**src/include/eth_pause_consts.svh**
```systemverilog
// Frame constants and field lengths for the 802.3x PAUSE transmitter
`ifndef ETH_PAUSE_CONSTS_SVH
`define ETH_PAUSE_CONSTS_SVH

// Reserved multicast destination for MAC control frames
`define ETH_PAUSE_DA          48'h0180_C200_0001
`define ETH_MAC_CTRL_TYPE     16'h8808
`define ETH_PAUSE_OPCODE      16'h0001

// Preamble and start-of-frame delimiter
`define ETH_PREAMBLE_BYTE     8'h55
`define ETH_SFD_BYTE          8'hD5

// Field lengths in bytes
`define ETH_PREAMBLE_LEN      7
`define ETH_ADDR_BYTES        6
`define ETH_WORD16_BYTES      2
`define ETH_PAD_LEN           42
`define ETH_FCS_BYTES         4
`define ETH_FRAME_BYTES       72

// CRC-32 in reflected form
`define ETH_CRC_POLY          32'hEDB8_8320
`define ETH_CRC_RESIDUE_INIT  32'hFFFF_FFFF

`endif

```
**src/logic/eth_pause_pkg.sv**
```systemverilog
// Types shared by the PAUSE transmitter: address, quanta, sequencer state, field select
`default_nettype none

package eth_pause_pkg;

    typedef logic [47:0] mac_addr_t;
    typedef logic [15:0] pause_quanta_t;

    // Sequencer state, one-hot
    typedef enum logic [10:0] {
        ST_IDLE     = 11'b000_0000_0001,
        ST_PREAMBLE = 11'b000_0000_0010,
        ST_SFD      = 11'b000_0000_0100,
        ST_DST      = 11'b000_0000_1000,
        ST_SRC      = 11'b000_0001_0000,
        ST_TYPE     = 11'b000_0010_0000,
        ST_OPCODE   = 11'b000_0100_0000,
        ST_QUANTA   = 11'b000_1000_0000,
        ST_PAD      = 11'b001_0000_0000,
        ST_FCS      = 11'b010_0000_0000,
        ST_DONE     = 11'b100_0000_0000
    } tx_state_t;

    // Byte source for the field mux
    typedef enum logic [3:0] {
        SEL_NONE,
        SEL_PREAMBLE,
        SEL_SFD,
        SEL_DST,
        SEL_SRC,
        SEL_TYPE,
        SEL_OPCODE,
        SEL_QUANTA,
        SEL_PAD,
        SEL_FCS
    } field_sel_t;

endpackage

`default_nettype wire

```
**src/logic/eth_crc32.sv**
```systemverilog
// Byte-wide reflected CRC-32 accumulator for the Ethernet FCS
`timescale 1ns/1ps
`default_nettype none
`include "eth_pause_consts.svh"

module eth_crc32 (
    input  logic        clk,
    input  logic        reset,
    input  logic        crc_init,
    input  logic        crc_en,
    input  logic [7:0]  data,
    output logic [31:0] crc_next
);

    logic [31:0] crc_q;

    // Fold one byte into the remainder, LSB first
    function automatic logic [31:0] crc_byte(input logic [31:0] crc, input logic [7:0] d);
        logic [31:0] c;
        c = crc ^ {24'h0, d};
        for (int i = 0; i < 8; i++) begin
            if (c[0]) begin
                c = (c >> 1) ^ `ETH_CRC_POLY;
            end else begin
                c = c >> 1;
            end
        end
        return c;
    endfunction

    // Remainder including the byte now on the line
    assign crc_next = crc_byte(crc_q, data);

    always_ff @(posedge clk or posedge reset) begin
        if (reset) begin
            crc_q <= `ETH_CRC_RESIDUE_INIT;
        end else if (crc_init) begin
            crc_q <= `ETH_CRC_RESIDUE_INIT;
        end else if (crc_en) begin
            crc_q <= crc_next;
        end
    end

endmodule

`default_nettype wire

```
**src/logic/eth_pause_tx_top.sv**
```systemverilog
// Top level of the PAUSE transmitter: request port, sequencer, field mux and CRC
`timescale 1ns/1ps
`default_nettype none

module eth_pause_tx_top (
    input  logic                          clk,
    input  logic                          reset,
    input  logic                          req,
    input  eth_pause_pkg::pause_quanta_t  pause_time,
    input  eth_pause_pkg::mac_addr_t      local_mac,
    output logic                          ack,
    output logic [7:0]                    tx_data,
    output logic                          tx_en,
    output logic                          frame_complete
);
    import eth_pause_pkg::*;

    logic          busy;
    logic          start;
    pause_quanta_t quanta_q;
    mac_addr_t     mac_q;
    field_sel_t    field_sel;
    logic [5:0]    byte_idx;
    logic          tx_en_next;
    logic          crc_init;
    logic          crc_en;
    logic          frame_done;
    logic [31:0]   crc_next;

    assign frame_complete = frame_done;

    pause_req_port u_req_port (
        .clk        (clk),
        .reset      (reset),
        .req        (req),
        .pause_time (pause_time),
        .local_mac  (local_mac),
        .busy       (busy),
        .frame_done (frame_done),
        .ack        (ack),
        .start      (start),
        .quanta_q   (quanta_q),
        .mac_q      (mac_q)
    );

    pause_tx_ctrl u_tx_ctrl (
        .clk        (clk),
        .reset      (reset),
        .start      (start),
        .busy       (busy),
        .field_sel  (field_sel),
        .byte_idx   (byte_idx),
        .tx_en_next (tx_en_next),
        .crc_init   (crc_init),
        .crc_en     (crc_en),
        .frame_done (frame_done)
    );

    pause_field_mux u_field_mux (
        .clk        (clk),
        .reset      (reset),
        .field_sel  (field_sel),
        .byte_idx   (byte_idx),
        .tx_en_next (tx_en_next),
        .quanta_q   (quanta_q),
        .mac_q      (mac_q),
        .crc_next   (crc_next),
        .tx_data    (tx_data),
        .tx_en      (tx_en)
    );

    // CRC watches the transmitted byte stream
    eth_crc32 u_crc32 (
        .clk      (clk),
        .reset    (reset),
        .crc_init (crc_init),
        .crc_en   (crc_en),
        .data     (tx_data),
        .crc_next (crc_next)
    );

endmodule

`default_nettype wire

```
**src/logic/pause_field_mux.sv**
```systemverilog
// Registered byte selector that assembles each PAUSE frame byte and the FCS
`timescale 1ns/1ps
`default_nettype none
`include "eth_pause_consts.svh"

module pause_field_mux (
    input  logic                          clk,
    input  logic                          reset,
    input  eth_pause_pkg::field_sel_t     field_sel,
    input  logic [5:0]                    byte_idx,
    input  logic                          tx_en_next,
    input  eth_pause_pkg::pause_quanta_t  quanta_q,
    input  eth_pause_pkg::mac_addr_t      mac_q,
    input  logic [31:0]                   crc_next,
    output logic [7:0]                    tx_data,
    output logic                          tx_en
);
    import eth_pause_pkg::*;

    logic [31:0] fcs_word;
    logic [31:0] fcs_final;
    logic [7:0]  byte_sel;

    // Address bytes go out most significant first
    function automatic logic [7:0] addr_byte(input mac_addr_t addr, input logic [2:0] idx);
        logic [47:0] shifted;
        shifted = addr << (8 * idx);
        return shifted[47:40];
    endfunction

    function automatic logic [7:0] word_byte(input logic [15:0] word, input logic idx);
        return idx ? word[7:0] : word[15:8];
    endfunction

    assign fcs_final = ~crc_next;

    always_comb begin
        case (field_sel)
            SEL_PREAMBLE: byte_sel = `ETH_PREAMBLE_BYTE;
            SEL_SFD:      byte_sel = `ETH_SFD_BYTE;
            SEL_DST:      byte_sel = addr_byte(`ETH_PAUSE_DA, byte_idx[2:0]);
            SEL_SRC:      byte_sel = addr_byte(mac_q, byte_idx[2:0]);
            SEL_TYPE:     byte_sel = word_byte(`ETH_MAC_CTRL_TYPE, byte_idx[0]);
            SEL_OPCODE:   byte_sel = word_byte(`ETH_PAUSE_OPCODE, byte_idx[0]);
            SEL_QUANTA:   byte_sel = word_byte(quanta_q, byte_idx[0]);
            SEL_FCS:      byte_sel = (byte_idx == 6'd0) ? fcs_final[7:0] : fcs_word[7:0];
            default:      byte_sel = 8'h00;
        endcase
    end

    always_ff @(posedge clk or posedge reset) begin
        if (reset) begin
            tx_data <= 8'h00;
            tx_en   <= 1'b0;
        end else begin
            tx_data <= byte_sel;
            tx_en   <= tx_en_next;
        end
    end

    // FCS word, low byte first: load the rest on the first select, then shift
    always_ff @(posedge clk) begin
        if (field_sel == SEL_FCS) begin
            fcs_word <= (byte_idx == 6'd0) ? (fcs_final >> 8) : (fcs_word >> 8);
        end
    end

    // A frame only ends after the last FCS byte
    a_tx_en_whole_frame: assert property (@(posedge clk) disable iff (reset)
        (tx_en && !tx_en_next) |->
            ($past(field_sel) == SEL_FCS) && ($past(byte_idx) == 6'(`ETH_FCS_BYTES - 1)));

endmodule

`default_nettype wire

```
**src/logic/pause_req_port.sv**
```systemverilog
// Four-phase req/ack responder that captures the PAUSE request fields
`timescale 1ns/1ps
`default_nettype none

module pause_req_port (
    input  logic                          clk,
    input  logic                          reset,
    input  logic                          req,
    input  eth_pause_pkg::pause_quanta_t  pause_time,
    input  eth_pause_pkg::mac_addr_t      local_mac,
    input  logic                          busy,
    input  logic                          frame_done,
    output logic                          ack,
    output logic                          start,
    output eth_pause_pkg::pause_quanta_t  quanta_q,
    output eth_pause_pkg::mac_addr_t      mac_q
);
    import eth_pause_pkg::*;

    typedef enum logic [1:0] {
        PORT_WAIT,
        PORT_SERVING,
        PORT_ACKED
    } port_state_t;

    port_state_t port_state;
    logic        accept;

    // Take a new request only when idle on both sides
    assign accept = (port_state == PORT_WAIT) && req && !busy;

    // ack comes up on the same edge as frame_done, then holds from the state
    assign ack = (port_state == PORT_ACKED) || ((port_state == PORT_SERVING) && frame_done);

    always_ff @(posedge clk or posedge reset) begin
        if (reset) begin
            port_state <= PORT_WAIT;
            start      <= 1'b0;
        end else begin
            start <= accept;
            case (port_state)
                PORT_WAIT:    if (accept) port_state <= PORT_SERVING;
                PORT_SERVING: if (frame_done) port_state <= PORT_ACKED;
                PORT_ACKED:   if (!req) port_state <= PORT_WAIT;
                default:      port_state <= PORT_WAIT;
            endcase
        end
    end

    // Request fields stay stable until ack, so capture once
    always_ff @(posedge clk) begin
        if (accept) begin
            quanta_q <= pause_time;
            mac_q    <= local_mac;
        end
    end

    a_ack_needs_req: assert property (@(posedge clk) disable iff (reset) $rose(ack) |-> req);

endmodule

`default_nettype wire

```
**src/logic/pause_tx_ctrl.sv**
```systemverilog
// PAUSE frame sequencer: walks the fields, drives byte selects and CRC controls
`timescale 1ns/1ps
`default_nettype none
`include "eth_pause_consts.svh"

module pause_tx_ctrl (
    input  logic                       clk,
    input  logic                       reset,
    input  logic                       start,
    output logic                       busy,
    output eth_pause_pkg::field_sel_t  field_sel,
    output logic [5:0]                 byte_idx,
    output logic                       tx_en_next,
    output logic                       crc_init,
    output logic                       crc_en,
    output logic                       frame_done
);
    import eth_pause_pkg::*;

    tx_state_t  state;
    tx_state_t  state_nxt;
    logic [5:0] byte_cnt;
    logic [5:0] field_len;
    logic       field_last;
    logic       in_body;

    // Length of the field being issued
    always_comb begin
        case (state)
            ST_PREAMBLE: field_len = 6'(`ETH_PREAMBLE_LEN);
            ST_DST,
            ST_SRC:      field_len = 6'(`ETH_ADDR_BYTES);
            ST_TYPE,
            ST_OPCODE,
            ST_QUANTA:   field_len = 6'(`ETH_WORD16_BYTES);
            ST_PAD:      field_len = 6'(`ETH_PAD_LEN);
            ST_FCS:      field_len = 6'(`ETH_FCS_BYTES);
            default:     field_len = 6'd1;
        endcase
    end

    assign field_last = (byte_cnt == field_len - 6'd1);

    always_comb begin
        state_nxt = state;
        case (state)
            ST_IDLE:     if (start) state_nxt = ST_PREAMBLE;
            ST_PREAMBLE: if (field_last) state_nxt = ST_SFD;
            ST_SFD:      state_nxt = ST_DST;
            ST_DST:      if (field_last) state_nxt = ST_SRC;
            ST_SRC:      if (field_last) state_nxt = ST_TYPE;
            ST_TYPE:     if (field_last) state_nxt = ST_OPCODE;
            ST_OPCODE:   if (field_last) state_nxt = ST_QUANTA;
            ST_QUANTA:   if (field_last) state_nxt = ST_PAD;
            ST_PAD:      if (field_last) state_nxt = ST_FCS;
            ST_FCS:      if (field_last) state_nxt = ST_DONE;
            ST_DONE:     state_nxt = ST_IDLE;
            default:     state_nxt = ST_IDLE;
        endcase
    end

    // Select for the byte that goes out on the next edge
    always_comb begin
        case (state)
            ST_PREAMBLE: field_sel = SEL_PREAMBLE;
            ST_SFD:      field_sel = SEL_SFD;
            ST_DST:      field_sel = SEL_DST;
            ST_SRC:      field_sel = SEL_SRC;
            ST_TYPE:     field_sel = SEL_TYPE;
            ST_OPCODE:   field_sel = SEL_OPCODE;
            ST_QUANTA:   field_sel = SEL_QUANTA;
            ST_PAD:      field_sel = SEL_PAD;
            ST_FCS:      field_sel = SEL_FCS;
            default:     field_sel = SEL_NONE;
        endcase
    end

    // Destination address through pad are covered by the FCS
    assign in_body = (state == ST_DST) || (state == ST_SRC) || (state == ST_TYPE) ||
                     (state == ST_OPCODE) || (state == ST_QUANTA) || (state == ST_PAD);

    assign busy       = (state != ST_IDLE);
    assign byte_idx   = byte_cnt;
    assign tx_en_next = (state != ST_IDLE) && (state != ST_DONE);

    always_ff @(posedge clk or posedge reset) begin
        if (reset) begin
            state    <= ST_IDLE;
            byte_cnt <= 6'd0;
        end else begin
            state <= state_nxt;
            if (field_last || state == ST_IDLE || state == ST_DONE) begin
                byte_cnt <= 6'd0;
            end else begin
                byte_cnt <= byte_cnt + 6'd1;
            end
        end
    end

    // CRC controls lag the selects by one cycle to line up with tx_data
    always_ff @(posedge clk or posedge reset) begin
        if (reset) begin
            crc_init   <= 1'b0;
            crc_en     <= 1'b0;
            frame_done <= 1'b0;
        end else begin
            crc_init   <= (state == ST_SFD);
            crc_en     <= in_body;
            frame_done <= (state == ST_DONE);
        end
    end

    a_state_onehot: assert property (@(posedge clk) disable iff (reset) $onehot(state));
    a_no_start_busy: assert property (@(posedge clk) disable iff (reset) start |-> !busy);

endmodule

`default_nettype wire

```
**config.mk**
```make
export PLATFORM = sky130hd
export DESIGN_NAME = eth_pause_tx_top
export DESIGN_NICKNAME = d
export VERILOG_FILES = /design/src/logic/eth_pause_pkg.sv /design/src/logic/eth_crc32.sv /design/src/logic/eth_pause_tx_top.sv /design/src/logic/pause_field_mux.sv /design/src/logic/pause_req_port.sv /design/src/logic/pause_tx_ctrl.sv
export VERILOG_INCLUDE_DIRS = /design/src /design/src/include
export SDC_FILE = /design/constraint.sdc
export NUM_CORES = 1
export LEC_CHECK = 0
export BUFFER_PORTS_ARGS = -buffer_cell sky130_fd_sc_hd__buf_2
export CAP_MARGIN = 10
export CORE_UTILIZATION = 40
export DETAILED_ROUTE_END_ITERATION = 10
export PLACE_DENSITY = 0.61
export SYNTH_ARGS = -nofsm -noshare
export SYNTH_HDL_FRONTEND = slang
export SYNTH_SLANG_ARGS = --single-unit
```
**constraint.sdc**
```tcl
create_clock -name clk -period 7.3 [get_ports clk]
set_clock_uncertainty 0.15 [all_clocks]
set_input_delay 0 -clock clk [delete_from_list [all_inputs] [get_ports clk]]
set_output_delay 0 -clock clk [all_outputs]
set_load 0.01 [all_outputs]
```
==> load_flow_metrics.sql, run 1 <==
INSERT INTO impl_metrics (metric_group, metric, value, unit) VALUES
('outcome', 'status', 'complete, no violations', ''),
('die', 'design.portCount', '78', ''),
('synthesis', 'yosysSeqAreaShare', '58.6', '%'),
('drt', 'drt-vias-per-instance', '5.21', ''),
('setup_path', 'critical_path.slowest_cell', 'nor4_1', ''),
('place', 'place_congestion', '0.917', ''),
('synthesis', 'postSynthRegisterBits', '152', ''),
('cells_and_area', 'fillers', '1538', ''),
('synthesis', 'synth.lib_cells_used.distinct', '64', ''),
('cells_and_area', 'post-route-cell-area', '9150', 'um^2'),
('timing', 'final_period_minus_worst_setup_slack', '3.64', 'ns'),
('synthesis', 'yosys_warnings', '0', ''),
('synthesis', 'async_reset_ff_share', '42.1', '%'),
('power_and_ir_drop', 'ir_drop', '0.258', 'mV'),
('synthesis', 'synth-edff-count', '88', ''),
('synthesis', 'synthesis.instances', '610', ''),
('setup_path', 'critical_path.cell_chain', 'nor4_1 -> a22oi_1 -> a21oi_1 -> o21bai_1 -> nor2_1 -> ha_1 -> xor2_1 -> xnor2_1 -> nand4_4 -> o21a_1 -> mux2_4', ''),
('die', 'core_region_area', '18000', 'um^2'),
('clocking', 'maximum_root_to_sink_buffer_count', '2', ''),
('drt', 'dr.pass1.iters', '5', ''),
('global_route', 'first_global_vias', '5191', ''),
('die', 'initial_util', '40.7', '%'),
('global_route', 'number_of_antenna_violations_at_the_first_check_in_global_routing', '0', ''),
('timing', 'rsz_0062_raised_after_global_routing', 'no', ''),
('place', 'dp_hpwl', '11.3', 'mm'),
('clocking', 'cts-htree-levels', '4', ''),
('cells_and_area', 'nNetsFinal', '815', ''),
('clocking', 'worst_setup_hold_path_clk_slew', '0.07', 'ns'),
('setup_path', 'worst_ep_arrival_time', '3.79', 'ns'),
('timing', 'max_slew_margin', '19.9', '%'),
('power_and_ir_drop', 'leakagePower', '0.00368', 'uW'),
('power_and_ir_drop', 'power.density', '441', 'nW/um^2'),
('setup_path', 'worst_setup_path_start_kind', 'register', ''),
('global_route', 'grt_util_all_layers', '19.6', '%'),
('worst_hold_path', 'worstHoldPathType', 'primary input to register', ''),
('timing', 'hold_viol_final', '0', ''),
('drt', 'finalWirelength', '17.6', 'mm'),
('place', 'numPlacedInstances', '889', ''),
('timing', 'fmax', '0.275', 'GHz'),
('timing', 'final.period_utilization', '49.8', '%'),
('synthesis', 'synth.net_count', '680', ''),
('setup_path', 'setup.worst_path.end_class', 'register', ''),
('clocking', 'cts_buffers', '17', ''),
('global_route', 'globalRoute.totalOverflow', '0', ''),
('global_route', 'grt_first_pass_wirelength', '27.5', 'mm'),
('drt', 'wl_met1', '7.80', 'mm'),
('clocking', 'cts.repair_timing.setup_buffer_count', '0', ''),
('global_route', 'pin_count_of_the_biggest_net_entering_global_routing', '66', ''),
('clocking', 'clock_sink_count', '152', ''),
('clocking', 'clk_latency', '0.42', 'ns'),
('cells_and_area', 'area.sequential', '4290', 'um^2'),
('drt', 'wl_met3', '949', 'um'),
('cells_and_area', 'syn2layout_area_growth', '25.2', '%'),
('timing', 'setup_viol', '0', ''),
('setup_path', 'timing.critical_path.required', '7.46', 'ns'),
('synthesis', 'netlist_area', '7310', 'um^2'),
('drt', 'drc', '0', ''),
('cells_and_area', 'utilization', '51.0', '%'),
('die', 'die_height', '137', 'um'),
('cells_and_area', 'final_cells', '987', ''),
('die', 'overall_die_area', '18800', 'um^2'),
('setup_path', 'crit_buf_inv', '0', ''),
('cells_and_area', 'multiInputGateArea', '2830', 'um^2'),
('cells_and_area', 'mostFrequentLayoutCells', 'edfxtp_1 (88), buf_2 (77), dlygate4sd3_1 (66), xnor2_1 (54), nor2_1 (46)', ''),
('drt', 'drt-wirelength-per-cell', '17.9', 'um'),
('clocking', 'tritoncts', 'yes', ''),
('synthesis', 'average_cell_area_after_synthesis', '12.0', 'um^2'),
('flow_run', 'cap_violations', '0', ''),
('die', 'core_rows', '49', ''),
('timing', 'timing_max_transition_violations_final', '0', ''),
('drt', 'route.antenna.remaining_nets', '0', '');
[worst paths after layout]
kind,slack [ns],cells after the start,end,start
max reg2reg,3.66,11,u_tx_ctrl.state[4],u_tx_ctrl.state[4]
max in group asynchronous,6.13,4,u_tx_ctrl.byte_idx[0],reset
min,0.14,2,u_req_port.quanta_q[6],pause_time[6]
max,3.66,11,u_tx_ctrl.state[4],u_tx_ctrl.state[4]
min reg2reg,0.38,2,u_field_mux.fcs_word[15],u_field_mux.fcs_word[23]
min in group asynchronous,0.21,4,u_field_mux.tx_en,reset
[Yosys cell counts (all sizes together), types with 3 or more instances]
library cell   n  area, um^2
dfrtp         31         776
or2            4        25.0
nor4b          3        26.3
edfxtp        88        2640
nor3          11        55.1
o21ai         33         165
clkbuf        27         101
dfstp         33         867
nand2         39         146
a21oi         22         110
mux4           4        90.1
nor4           3        18.8
a211o         29         254
nor2b         30         188
xor2          30         270
o22ai          8        50.1
or4            3        26.3
mux2i         19         190
nor2          46         173
xnor2         55         489
o211ai         4        30.0
and2           4        25.0
ha             3        37.5
or3            4        30.0
inv           12        45.0
a21o           3        22.5
nand3         20         100
buf            8        46.3
nand4          5        52.6
[logic make-up after synthesis]
family          after synthesis  synth area share [%]
simple gates                183                  13.2
flops                       152                  58.6
compound gates              114                  10.4
xor+xnor                     85                  10.4
buf+inv                      48                  2.69
mux                          25                  4.19
fa+ha+maj                     3                 0.514
[final cells by class]
class / count / share of cell area, %
flip-flops and latches: 152 / 46.8
multi-input cells: 410 / 30.9
repair buffers: 151 / 12.1
clock buffers: 17 / 4.65
well taps: 229 / 3.13
clock inverters: 15 / 1.82
inverters: 13 / 0.533
[repair_timing]
action	in CTS	in global routing
endpoints found under the setup margin	0	0
gates resized for setup	0	0
hold endpoints to repair	97	0
hold buffers	66	0
[registers in the layout, indices dropped and copies added, names as in the netlist]
signal and count:
u_tx_ctrl.state 11, u_field_mux.fcs_word 24, u_tx_ctrl.crc_init 1, u_req_port.quanta_q 16, u_req_port.port_state 2, u_field_mux.tx_en 1
u_tx_ctrl.crc_en 1, u_tx_ctrl.byte_idx 6, u_crc32.crc_q 32, u_req_port.mac_q 48, u_field_mux.tx_data 8, u_tx_ctrl.frame_done 1
u_req_port.start 1
[worst register-to-register path, stage by stage (launching register included)]
cell      delay, ns
dfrtp_1        0.48
nor4_1         0.70
a22oi_1        0.19
a21oi_1        0.27
o21bai_1       0.18
nor2_1         0.07
ha_1           0.22
xor2_1         0.17
xnor2_1        0.26
nand4_4        0.21
o21a_1         0.31
mux2_4         0.31
[routing by layer]
layer	global-route usage (%)	vias to the layer above
met3	4.78	29
met2	31.8	160
met5	0	-
met4	7.26	0
met1	25.3	2501
li1	-	2455
[per-stage QoR]
stage	worst slack, ns	hold slack [ns]
5_1_grt	3.39	0.127
2_1_floorplan	0.629	-0.0511
3_3_place_gp	3.73	0.0277
3_5_place_dp	3.73	0.0281
4_1_cts	3.71	0.117
6_report	3.66	0.136
[report_power, final]
group	internal [uW]	switching, uW	leakage, uW
registers	1240	93.0	0.00156
logic	773	1040	0.00184
clock network	511	374	0.000282
Note: power is estimated with default switching activity, not from simulation.
==> inputs of run 2 (changes only) <==
Settings changed: ABC_AREA from default to 1, PLACE_DENSITY 0.61 to 0.63.
Clock period 7.3 ns to 3.1 ns, I/O delays scaled along.
==> run 2 against run 1 <==
  * Core utilization is 0.79 points higher
  * Combinational power grew to 2.8 times the previous value
  * First-iteration DRC count shrank 4.9%
  * Critical path depth is 5 higher
  * Flip-flop and latch count stayed put
  * Final area grew 1.5%
  * Sequential share of layout area fell by 0.74 points
  * Total power rose to 2.5 times the previous value
  * Register-to-register slack got worse by 3.4 ns
  * Clock power up 130%
  * Critical path type unchanged
==> load_flow_metrics.sql, run 2 <==
INSERT INTO impl_metrics (metric_group, metric, value, unit) VALUES
('timing', 'worstMarginPinSlew', '0.706', 'ns'),
('power_and_ir_drop', 'power_frac_comb', '49.8', '%'),
('global_route', 'grt_first_pass_wirelength', '29.3', 'mm'),
('place', 'dp_hpwl', '11.4', 'mm'),
('synthesis', 'synthesis.instances', '715', ''),
('drt', 'dr.first_iter.drc_count', '365', ''),
('cells_and_area', 'largestRegisters', 'u_req_port.mac_q: 48 flops, u_crc32.crc_q: 32 flops, u_field_mux.fcs_word: 24 flops', ''),
('clocking', 'tritoncts', 'yes', ''),
('timing', 'final.period_utilization', '89.9', '%'),
('cells_and_area', 'utilization', '51.7', '%'),
('setup_path', 'worst_ep_arrival_time', '2.94', 'ns'),
('clocking', 'cts.repair_timing.setup_buffer_count', '0', ''),
('timing', 'timing_max_transition_violations_final', '0', ''),
('die', 'design.portCount', '78', ''),
('cells_and_area', 'final_cells', '1110', ''),
('power_and_ir_drop', 'p_clk_share', '20.2', '%'),
('drt', 'dr.pass1.iters', '6', ''),
('die', 'die_height', '138', 'um'),
('cells_and_area', 'fillers', '1603', ''),
('synthesis', 'synth.net_count', '785', ''),
('power_and_ir_drop', 'power.density', '1100', 'nW/um^2'),
('synthesis', 'synth.lib_cells_used.distinct', '47', ''),
('global_route', 'globalRoute.totalOverflow', '0', ''),
('clocking', 'worst_setup_hold_path_clk_slew', '0.07', 'ns'),
('die', 'core_region_area', '18000', 'um^2'),
('drt', 'finalWirelength', '18.0', 'mm'),
('die', 'overall_die_area', '18900', 'um^2'),
('timing', 'max_slew_margin', '52.9', '%'),
('cells_and_area', 'antenna_cells', '0', ''),
('timing', 'setup_viol', '0', ''),
('synthesis', 'yosys_warnings', '0', ''),
('place', 'io_buffers', '77', ''),
('global_route', 'first_global_vias', '5555', ''),
('drt', 'drc', '0', ''),
('synthesis', 'yosysSeqAreaShare', '58.3', '%'),
('drt', 'route.antenna.remaining_nets', '0', ''),
('clocking', 'cts-htree-levels', '4', ''),
('drt', 'dr_total_vias', '5485', ''),
('clocking', 'clock_sink_count', '152', ''),
('flow_run', 'cap_violations', '0', ''),
('die', 'core_rows', '49', ''),
('synthesis', 'synth_top_area_cell', 'edfxtp_1', ''),
('power_and_ir_drop', 'p_sw', '4290', 'uW'),
('synthesis', 'netlist_top_cells_count', 'nand2_1 (146), edfxtp_1 (88), nor2_1 (71), inv_1 (55), o21ai_0 (51)', ''),
('outcome', 'status', 'complete, no violations', ''),
('timing', 'fmax', '0.359', 'GHz'),
('setup_path', 'timing.critical_path.required', '3.25', 'ns'),
('cells_and_area', 'post_route_cells_drive_above_1_share', '21.8', '%'),
('timing', 'rsz_0062_raised_after_global_routing', 'no', ''),
('timing', 'final_period_minus_worst_setup_slack', '2.79', 'ns'),
('clocking', 'clk_latency', '0.43', 'ns'),
('synthesis', 'ys_top_cells_by_area', 'edfxtp_1 (36%), dfstp_2 (12%), dfrtp_1 (11%)', ''),
('synthesis', 'synthMostInstantiatedCell', 'nand2_1', ''),
('cells_and_area', 'syn2layout_area_growth', '26.4', '%'),
('cells_and_area', 'mostFrequentLayoutCells', 'nand2_1 (146), edfxtp_1 (88), buf_2 (77), nor2_1 (71), dlygate4sd3_1 (66)', ''),
('timing', 'final.setup.tns', '0', 'ns'),
('synthesis', 'async_reset_ff_share', '42.1', '%'),
('synthesis', 'average_cell_area_after_synthesis', '10.3', 'um^2'),
('synthesis', 'postSynthRegisterBits', '152', ''),
('cells_and_area', 'mostFrequentLayoutCell', 'nand2_1', ''),
('place', 'place_congestion', '0.811', ''),
('synthesis', 'synth-edff-count', '88', ''),
('drt', 'drt-vias-per-instance', '4.94', ''),
('worst_hold_path', 'worstHoldPathType', 'primary input to asynchronous set/reset pin', ''),
('place', 'numPlacedInstances', '1012', ''),
('cells_and_area', 'nNetsFinal', '938', ''),
('global_route', 'grt_util_all_layers', '21.0', '%'),
('global_route', 'number_of_antenna_violations_at_the_first_check_in_global_routing', '0', ''),
('clocking', 'maximum_root_to_sink_buffer_count', '2', ''),
('setup_path', 'setup.worst_path.end_class', 'register', ''),
('power_and_ir_drop', 'ir_drop', '0.620', 'mV'),
('die', 'initial_util', '40.9', '%'),
('power_and_ir_drop', 'leakagePower', '0.00393', 'uW'),
('cells_and_area', 'regMostFlops', 'u_req_port.mac_q', ''),
('synthesis', 'netlist_area', '7350', 'um^2'),
('power_and_ir_drop', 'netSwitchingFraction', '41.9', '%'),
('power_and_ir_drop', 'power.internal', '5960', 'uW'),
('clocking', 'clockRootBuffer', 'clkbuf_16', ''),
('setup_path', 'worst_setup_path_start_kind', 'register', ''),
('synthesis', 'yosys.area.top_type_share', '35.9', '%'),
('setup_path', 'critPathMaxFanout', '15', ''),
('global_route', 'pin_count_of_the_biggest_net_entering_global_routing', '66', ''),
('drt', 'drt-wirelength-per-cell', '16.2', 'um'),
('power_and_ir_drop', 'share_seq_of_total_power', '30.0', '%'),
('setup_path', 'setup.worst_path.class', 'register to register', ''),
('clocking', 'cts_buffers', '17', ''),
('synthesis', 'synth_top_flop_cell', 'edfxtp_1', ''),
('timing', 'hold_viol_final', '0', ''),
('cells_and_area', 'largest_register_ff_count', '48', ''),
('die', 'dieWidth', '138', 'um');
run 2: cell count changes after synthesis, sizes merged, moves of 9 or more:
cell	previous run	this run
nor2b	30	0
nor2	46	75
a21oi	22	40
clkbuf	27	18
o21ai	33	61
nand2	39	157
inv	12	55
mux2i	19	2
xnor2	55	33
a211o	29	0
xor2	30	46
nand3	20	10
run 2: cell families (layout without fill, tap and decap cells):
| logic type | after synthesis | count (layout) | synth area share [%] |
|---|---|---|---|
| AO/OA/AOI/OAI | 126 | 126 | 9.80 |
| XOR/XNOR | 79 | 79 | 10.9 |
| adder cells (fa/ha/maj) | 3 | 3 | 0.511 |
| buffers and inverters | 82 | 248 | 4.44 |
| flip-flops | 152 | 152 | 58.3 |
| multiplexers | 2 | 2 | 0.272 |
| AND/OR/NAND/NOR | 271 | 271 | 15.7 |
run 2: stage by stage:
step / hold WS [ns] / cell area [um^2] / power (uW) / setup WS (ns)
detailed placement: 0.00546 / 8040 / 8160 / 0.353
finish: 0.0831 / 9290 / 10300 / 0.313
floorplan: -0.0511 / 7350 / 7010 / 0.174
global placement: 0.00982 / 8040 / 8110 / 0.376
global route: 0.110 / 9290 / 11100 / 0.0438
CTS: 0.0985 / 9290 / 10300 / 0.326
run 2: final timing paths:
check                                   start              endpoint  slack, ns  cells after the start
max                        u_tx_ctrl.state[0]    u_tx_ctrl.state[6]       0.31                     16
min                                     reset    u_tx_ctrl.state[7]       0.08                      3
max reg2reg                u_tx_ctrl.state[0]    u_tx_ctrl.state[6]       0.31                     16
min reg2reg                u_tx_ctrl.state[0]    u_tx_ctrl.state[0]       0.32                      2
max in group asynchronous               reset     u_crc32.crc_q[25]       1.77                      4
min in group clk                local_mac[43]  u_req_port.mac_q[43]       0.12                      2
run 2: area by class of cell:
type	count	area (um^2)	share of cell area, %
Inverter	57	214	2.30
Sequential cell	152	4290	46.1
Multi-Input combinational cell	481	2740	29.5
Clock buffer	18	429	4.62
Timing Repair Buffer	159	1180	12.7
Clock inverter	14	160	1.72
Tap cell	229	287	3.08
run 2: power by group through the flow:
stage               combinational [uW]  sequential, uW  clock, uW
finish                            5100            3080       2070
global route                      5740            3120       2190
CTS                               5140            3080       2100
detailed placement                5030            3120          0
global placement                  5000            3110          0
floorplan                         3950            3060          0
run 2: metal layers:
layer | global-route usage, % | vias to the layer above | share of wire [%]
met5 | 0 | - | 0
met4 | 6.47 | 0 | 1.3
met3 | 4.38 | 19 | 4.7
met2 | 33.4 | 153 | 47
met1 | 28.7 | 2620 | 47
li1 | - | 2693 | -
run 2: timing repair:
item / 4_1_cts / 5_1_grt
gates resized for setup: 0 / 0
hold buffers: 66 / 0
hold endpoints to repair: 99 / 0
run 2: worst max-delay path: stages (launching register included):
cell,delay (ns)
dfstp_2,0.54
nor2_1,0.06
nand2_2,0.12
nor2_4,0.06
o21ai_1,0.16
nand4_1,0.16
nor2_1,0.18
ha_1,0.26
xnor2_1,0.12
a21oi_1,0.11
nand2_1,0.07
nor2_1,0.13
nand3_2,0.11
nand2_2,0.12
o21ai_4,0.15
nand2_1,0.11
o21ai_2,0.05
==> inputs of run 3 (changes only) <==
==> constraint.sdc (replaced) <==
create_clock -name clk -period 3.1 [get_ports clk]
set_clock_uncertainty 0.15 [all_clocks]
set_input_delay 0.155 -clock clk [delete_from_list [all_inputs] [get_ports clk]]
set_output_delay 0.155 -clock clk [all_outputs]
set_load 0.01 [all_outputs]
==> run 3 against run 2 <==
  * Total power is 1.6% lower
  * Final cell count hardly changed
  * Fmax is 0.28% higher
  * Highest routed layer unchanged
  * Core utilization is 0.20 points lower
  * Final area is 0.39% lower
  * Critical endpoint is now u_tx_ctrl.state[7]
  * Sequential power hardly changed
==> load_flow_metrics.sql, run 3 (synthesis gave the netlist of run 2 again) <==
INSERT INTO impl_metrics (metric_group, metric, value, unit) VALUES
('outcome', 'status', 'complete, no violations', ''),
('timing', 'hold_viol_final', '0', ''),
('setup_path', 'rr_startpoint', 'u_tx_ctrl.state[0]', ''),
('setup_path', 'worst_setup_path_start_kind', 'register', ''),
('timing', 'fin_ws', '0.321', 'ns'),
('drt', 'finalWirelength', '17.8', 'mm'),
('power_and_ir_drop', 'power.internal', '5910', 'uW'),
('global_route', 'grt_first_pass_wirelength', '28.6', 'mm'),
('setup_path', 'crit_buf_inv', '0', ''),
('drt', 'drc', '0', ''),
('power_and_ir_drop', 'ir_drop', '0.631', 'mV'),
('setup_path', 'timing.critical_path.from', 'u_tx_ctrl.state[0]', ''),
('global_route', 'pin_count_of_the_biggest_net_entering_global_routing', '66', ''),
('drt', 'dr.pass1.iters', '5', ''),
('global_route', 'first_global_vias', '5379', ''),
('timing', 'final.setup.tns', '0', 'ns'),
('cells_and_area', 'mostFrequentLayoutCell', 'nand2_1', ''),
('die', 'die_height', '138', 'um'),
('worst_hold_path', 'worstHoldPathType', 'primary input to asynchronous set/reset pin', ''),
('setup_path', 'worst_ep_arrival_time', '2.93', 'ns'),
('drt', 'dr.first_iter.drc_count', '392', ''),
('timing', 'worstMarginPinSlew', '0.821', 'ns'),
('clocking', 'worst_setup_hold_path_clk_slew', '0.06', 'ns'),
('place', 'dp_hpwl', '11.3', 'mm'),
('power_and_ir_drop', 'power.density', '1090', 'nW/um^2'),
('power_and_ir_drop', 'netSwitchingFraction', '41.5', '%'),
('timing', 'timing_max_transition_violations_final', '0', ''),
('setup_path', 'worst_path_largest_cell_delay', '0.54', 'ns'),
('cells_and_area', 'syn2layout_area_growth', '25.9', '%'),
('clocking', 'cts-htree-levels', '4', ''),
('power_and_ir_drop', 'leakagePower', '0.00392', 'uW'),
('clocking', 'tritoncts', 'yes', ''),
('cells_and_area', 'nNetsFinal', '938', ''),
('clocking', 'cts_buffers', '17', ''),
('setup_path', 'setup.worst_path.end_class', 'register', ''),
('timing', 'timing.hold.ws', '0.249', 'ns'),
('power_and_ir_drop', 'share_seq_of_total_power', '30.5', '%'),
('cells_and_area', 'largestRegisters', 'u_req_port.mac_q: 48 flops, u_crc32.crc_q: 32 flops, u_field_mux.fcs_word: 24 flops', ''),
('place', 'place_congestion', '0.795', ''),
('clocking', 'clockRootBuffer', 'clkbuf_16', ''),
('timing', 'final.period_utilization', '89.7', '%'),
('die', 'dieWidth', '138', 'um'),
('die', 'design.portCount', '78', ''),
('drt', 'dr_total_vias', '5522', ''),
('place', 'pre_cts_ws', '0.376', 'ns'),
('clocking', 'maximum_root_to_sink_buffer_count', '2', ''),
('setup_path', 'critical_path.slowest_cell', 'dfstp_2', ''),
('power_and_ir_drop', 'power_frac_comb', '50.0', '%'),
('setup_path', 'timing.critical_path.required', '3.25', 'ns'),
('global_route', 'grt_util_all_layers', '20.6', '%'),
('drt', 'drt-vias-per-instance', '4.98', ''),
('setup_path', 'critical_path.most_common_cell', 'nor2_1', ''),
('setup_path', 'setup.worst_path.class', 'register to register', ''),
('cells_and_area', 'utilization', '51.5', '%'),
('cells_and_area', 'antenna_cells', '0', ''),
('setup_path', 'critPathTopFamily', 'simple AND/OR/NAND/NOR gates', ''),
('die', 'core_rows', '49', ''),
('global_route', 'globalRoute.totalOverflow', '0', ''),
('place', 'io_buffers', '77', ''),
('timing', 'setup_viol', '0', ''),
('power_and_ir_drop', 'p_sw', '4180', 'uW'),
('timing', 'fmax', '0.360', 'GHz'),
('clocking', 'clock_sink_count', '152', ''),
('cells_and_area', 'mostFrequentLayoutCells', 'nand2_1 (146), edfxtp_1 (88), buf_2 (77), nor2_1 (71), dlygate4sd3_1 (66)', ''),
('setup_path', 'critical_path.cell_chain', 'nor2_1 -> nand2_2 -> nor2_4 -> o21ai_1 -> nand4_1 -> nor2_1 -> ha_1 -> xnor2_1 -> a21oi_1 -> nand2_1 -> nor2_1 -> nand3_2 -> nand2_2 -> o21ai_4 -> nand2_1 -> o21ai_2', ''),
('cells_and_area', 'largest_register_ff_count', '48', ''),
('setup_path', 'critPathMaxFanout', '15', ''),
('die', 'initial_util', '40.9', '%'),
('timing', 'rsz_0062_raised_after_global_routing', 'no', ''),
('drt', 'route.antenna.remaining_nets', '0', ''),
('timing', 'final_period_minus_worst_setup_slack', '2.78', 'ns'),
('global_route', 'number_of_antenna_violations_at_the_first_check_in_global_routing', '0', ''),
('timing', 'max_slew_margin', '44.6', '%'),
('die', 'core_region_area', '18000', 'um^2'),
('clocking', 'cts.repair_timing.setup_buffer_count', '0', ''),
('clocking', 'clk_latency', '0.43', 'ns'),
('power_and_ir_drop', 'p_clk_share', '19.5', '%'),
('die', 'overall_die_area', '18900', 'um^2'),
('cells_and_area', 'post_route_cells_drive_above_1_share', '21.6', '%'),
('flow_run', 'cap_violations', '0', ''),
('cells_and_area', 'regMostFlops', 'u_req_port.mac_q', ''),
('drt', 'drt-wirelength-per-cell', '16.1', 'um');
-- run 3: cell count changes in the layout (fill, tap and decap cells not counted), sizes merged --
cell / before / now
inv: 61 / 58
clkinvlp: 3 / 2
clkinv: 6 / 9
-- run 3: layer usage --
layer / share of wire (%) / vias up / global-route usage (%)
li1: - / 2697 / -
met1: 47 / 2626 / 28.0
met2: 46 / 175 / 32.8
met3: 5.5 / 24 / 4.16
met4: 1.5 / 0 / 6.90
met5: 0 / - / 0
-- run 3: path summary, 6_finish.rpt --
path	endpoint	slack, ns	cells past startpoint
worst max register to register	u_tx_ctrl.state[7]	0.32	16
min in group clk	u_req_port.quanta_q[8]	0.28	2
max in group asynchronous	u_crc32.crc_q[31]	1.75	4
worst min register to register	u_tx_ctrl.state[0]	0.32	2
worst min-delay path	u_field_mux.tx_data[7]	0.25	3
worst max-delay path	u_tx_ctrl.state[7]	0.32	16
-- run 3: metrics by stage --
stage | instance area [um^2] | total power (uW) | instances
3_5_place_dp | 8040 | 8110 | 1012
3_3_place_gp | 8040 | 8070 | 1012
6_report | 9260 | 10100 | 1109
2_1_floorplan | 7350 | 7010 | 715
5_1_grt | 9260 | 10900 | 1109
4_1_cts | 9260 | 10200 | 1109
-- run 3: area by class of cell --
type | instances | area, um^2
timing repair buffer | 159 | 1180
clock inverter | 13 | 124
clock buffer | 18 | 429
fill | 1616 | 8710
multi-input combinational | 481 | 2740
tap | 229 | 287
sequential | 152 | 4290
inverter | 57 | 214
-- run 3: power by group through the flow --
stage	Sequential, uW	Combinational [uW]	Clock [uW]
floorplan	3060	3950	0
global placement	3110	4960	0
detailed placement	3120	4990	0
CTS	3080	5090	1980
global route	3120	5660	2070
finish	3080	5040	1960
-- run 3: repair_timing --
item,in CTS,in global routing
hold buffers,66,0
hold endpoints to repair,81,0
resized for setup,0,0
-- run 3: tightest hold or removal path, stage by stage --
cell and delay (ns):
dlygate4sd3_1 0.53, buf_2 0.12, inv_2 0.53
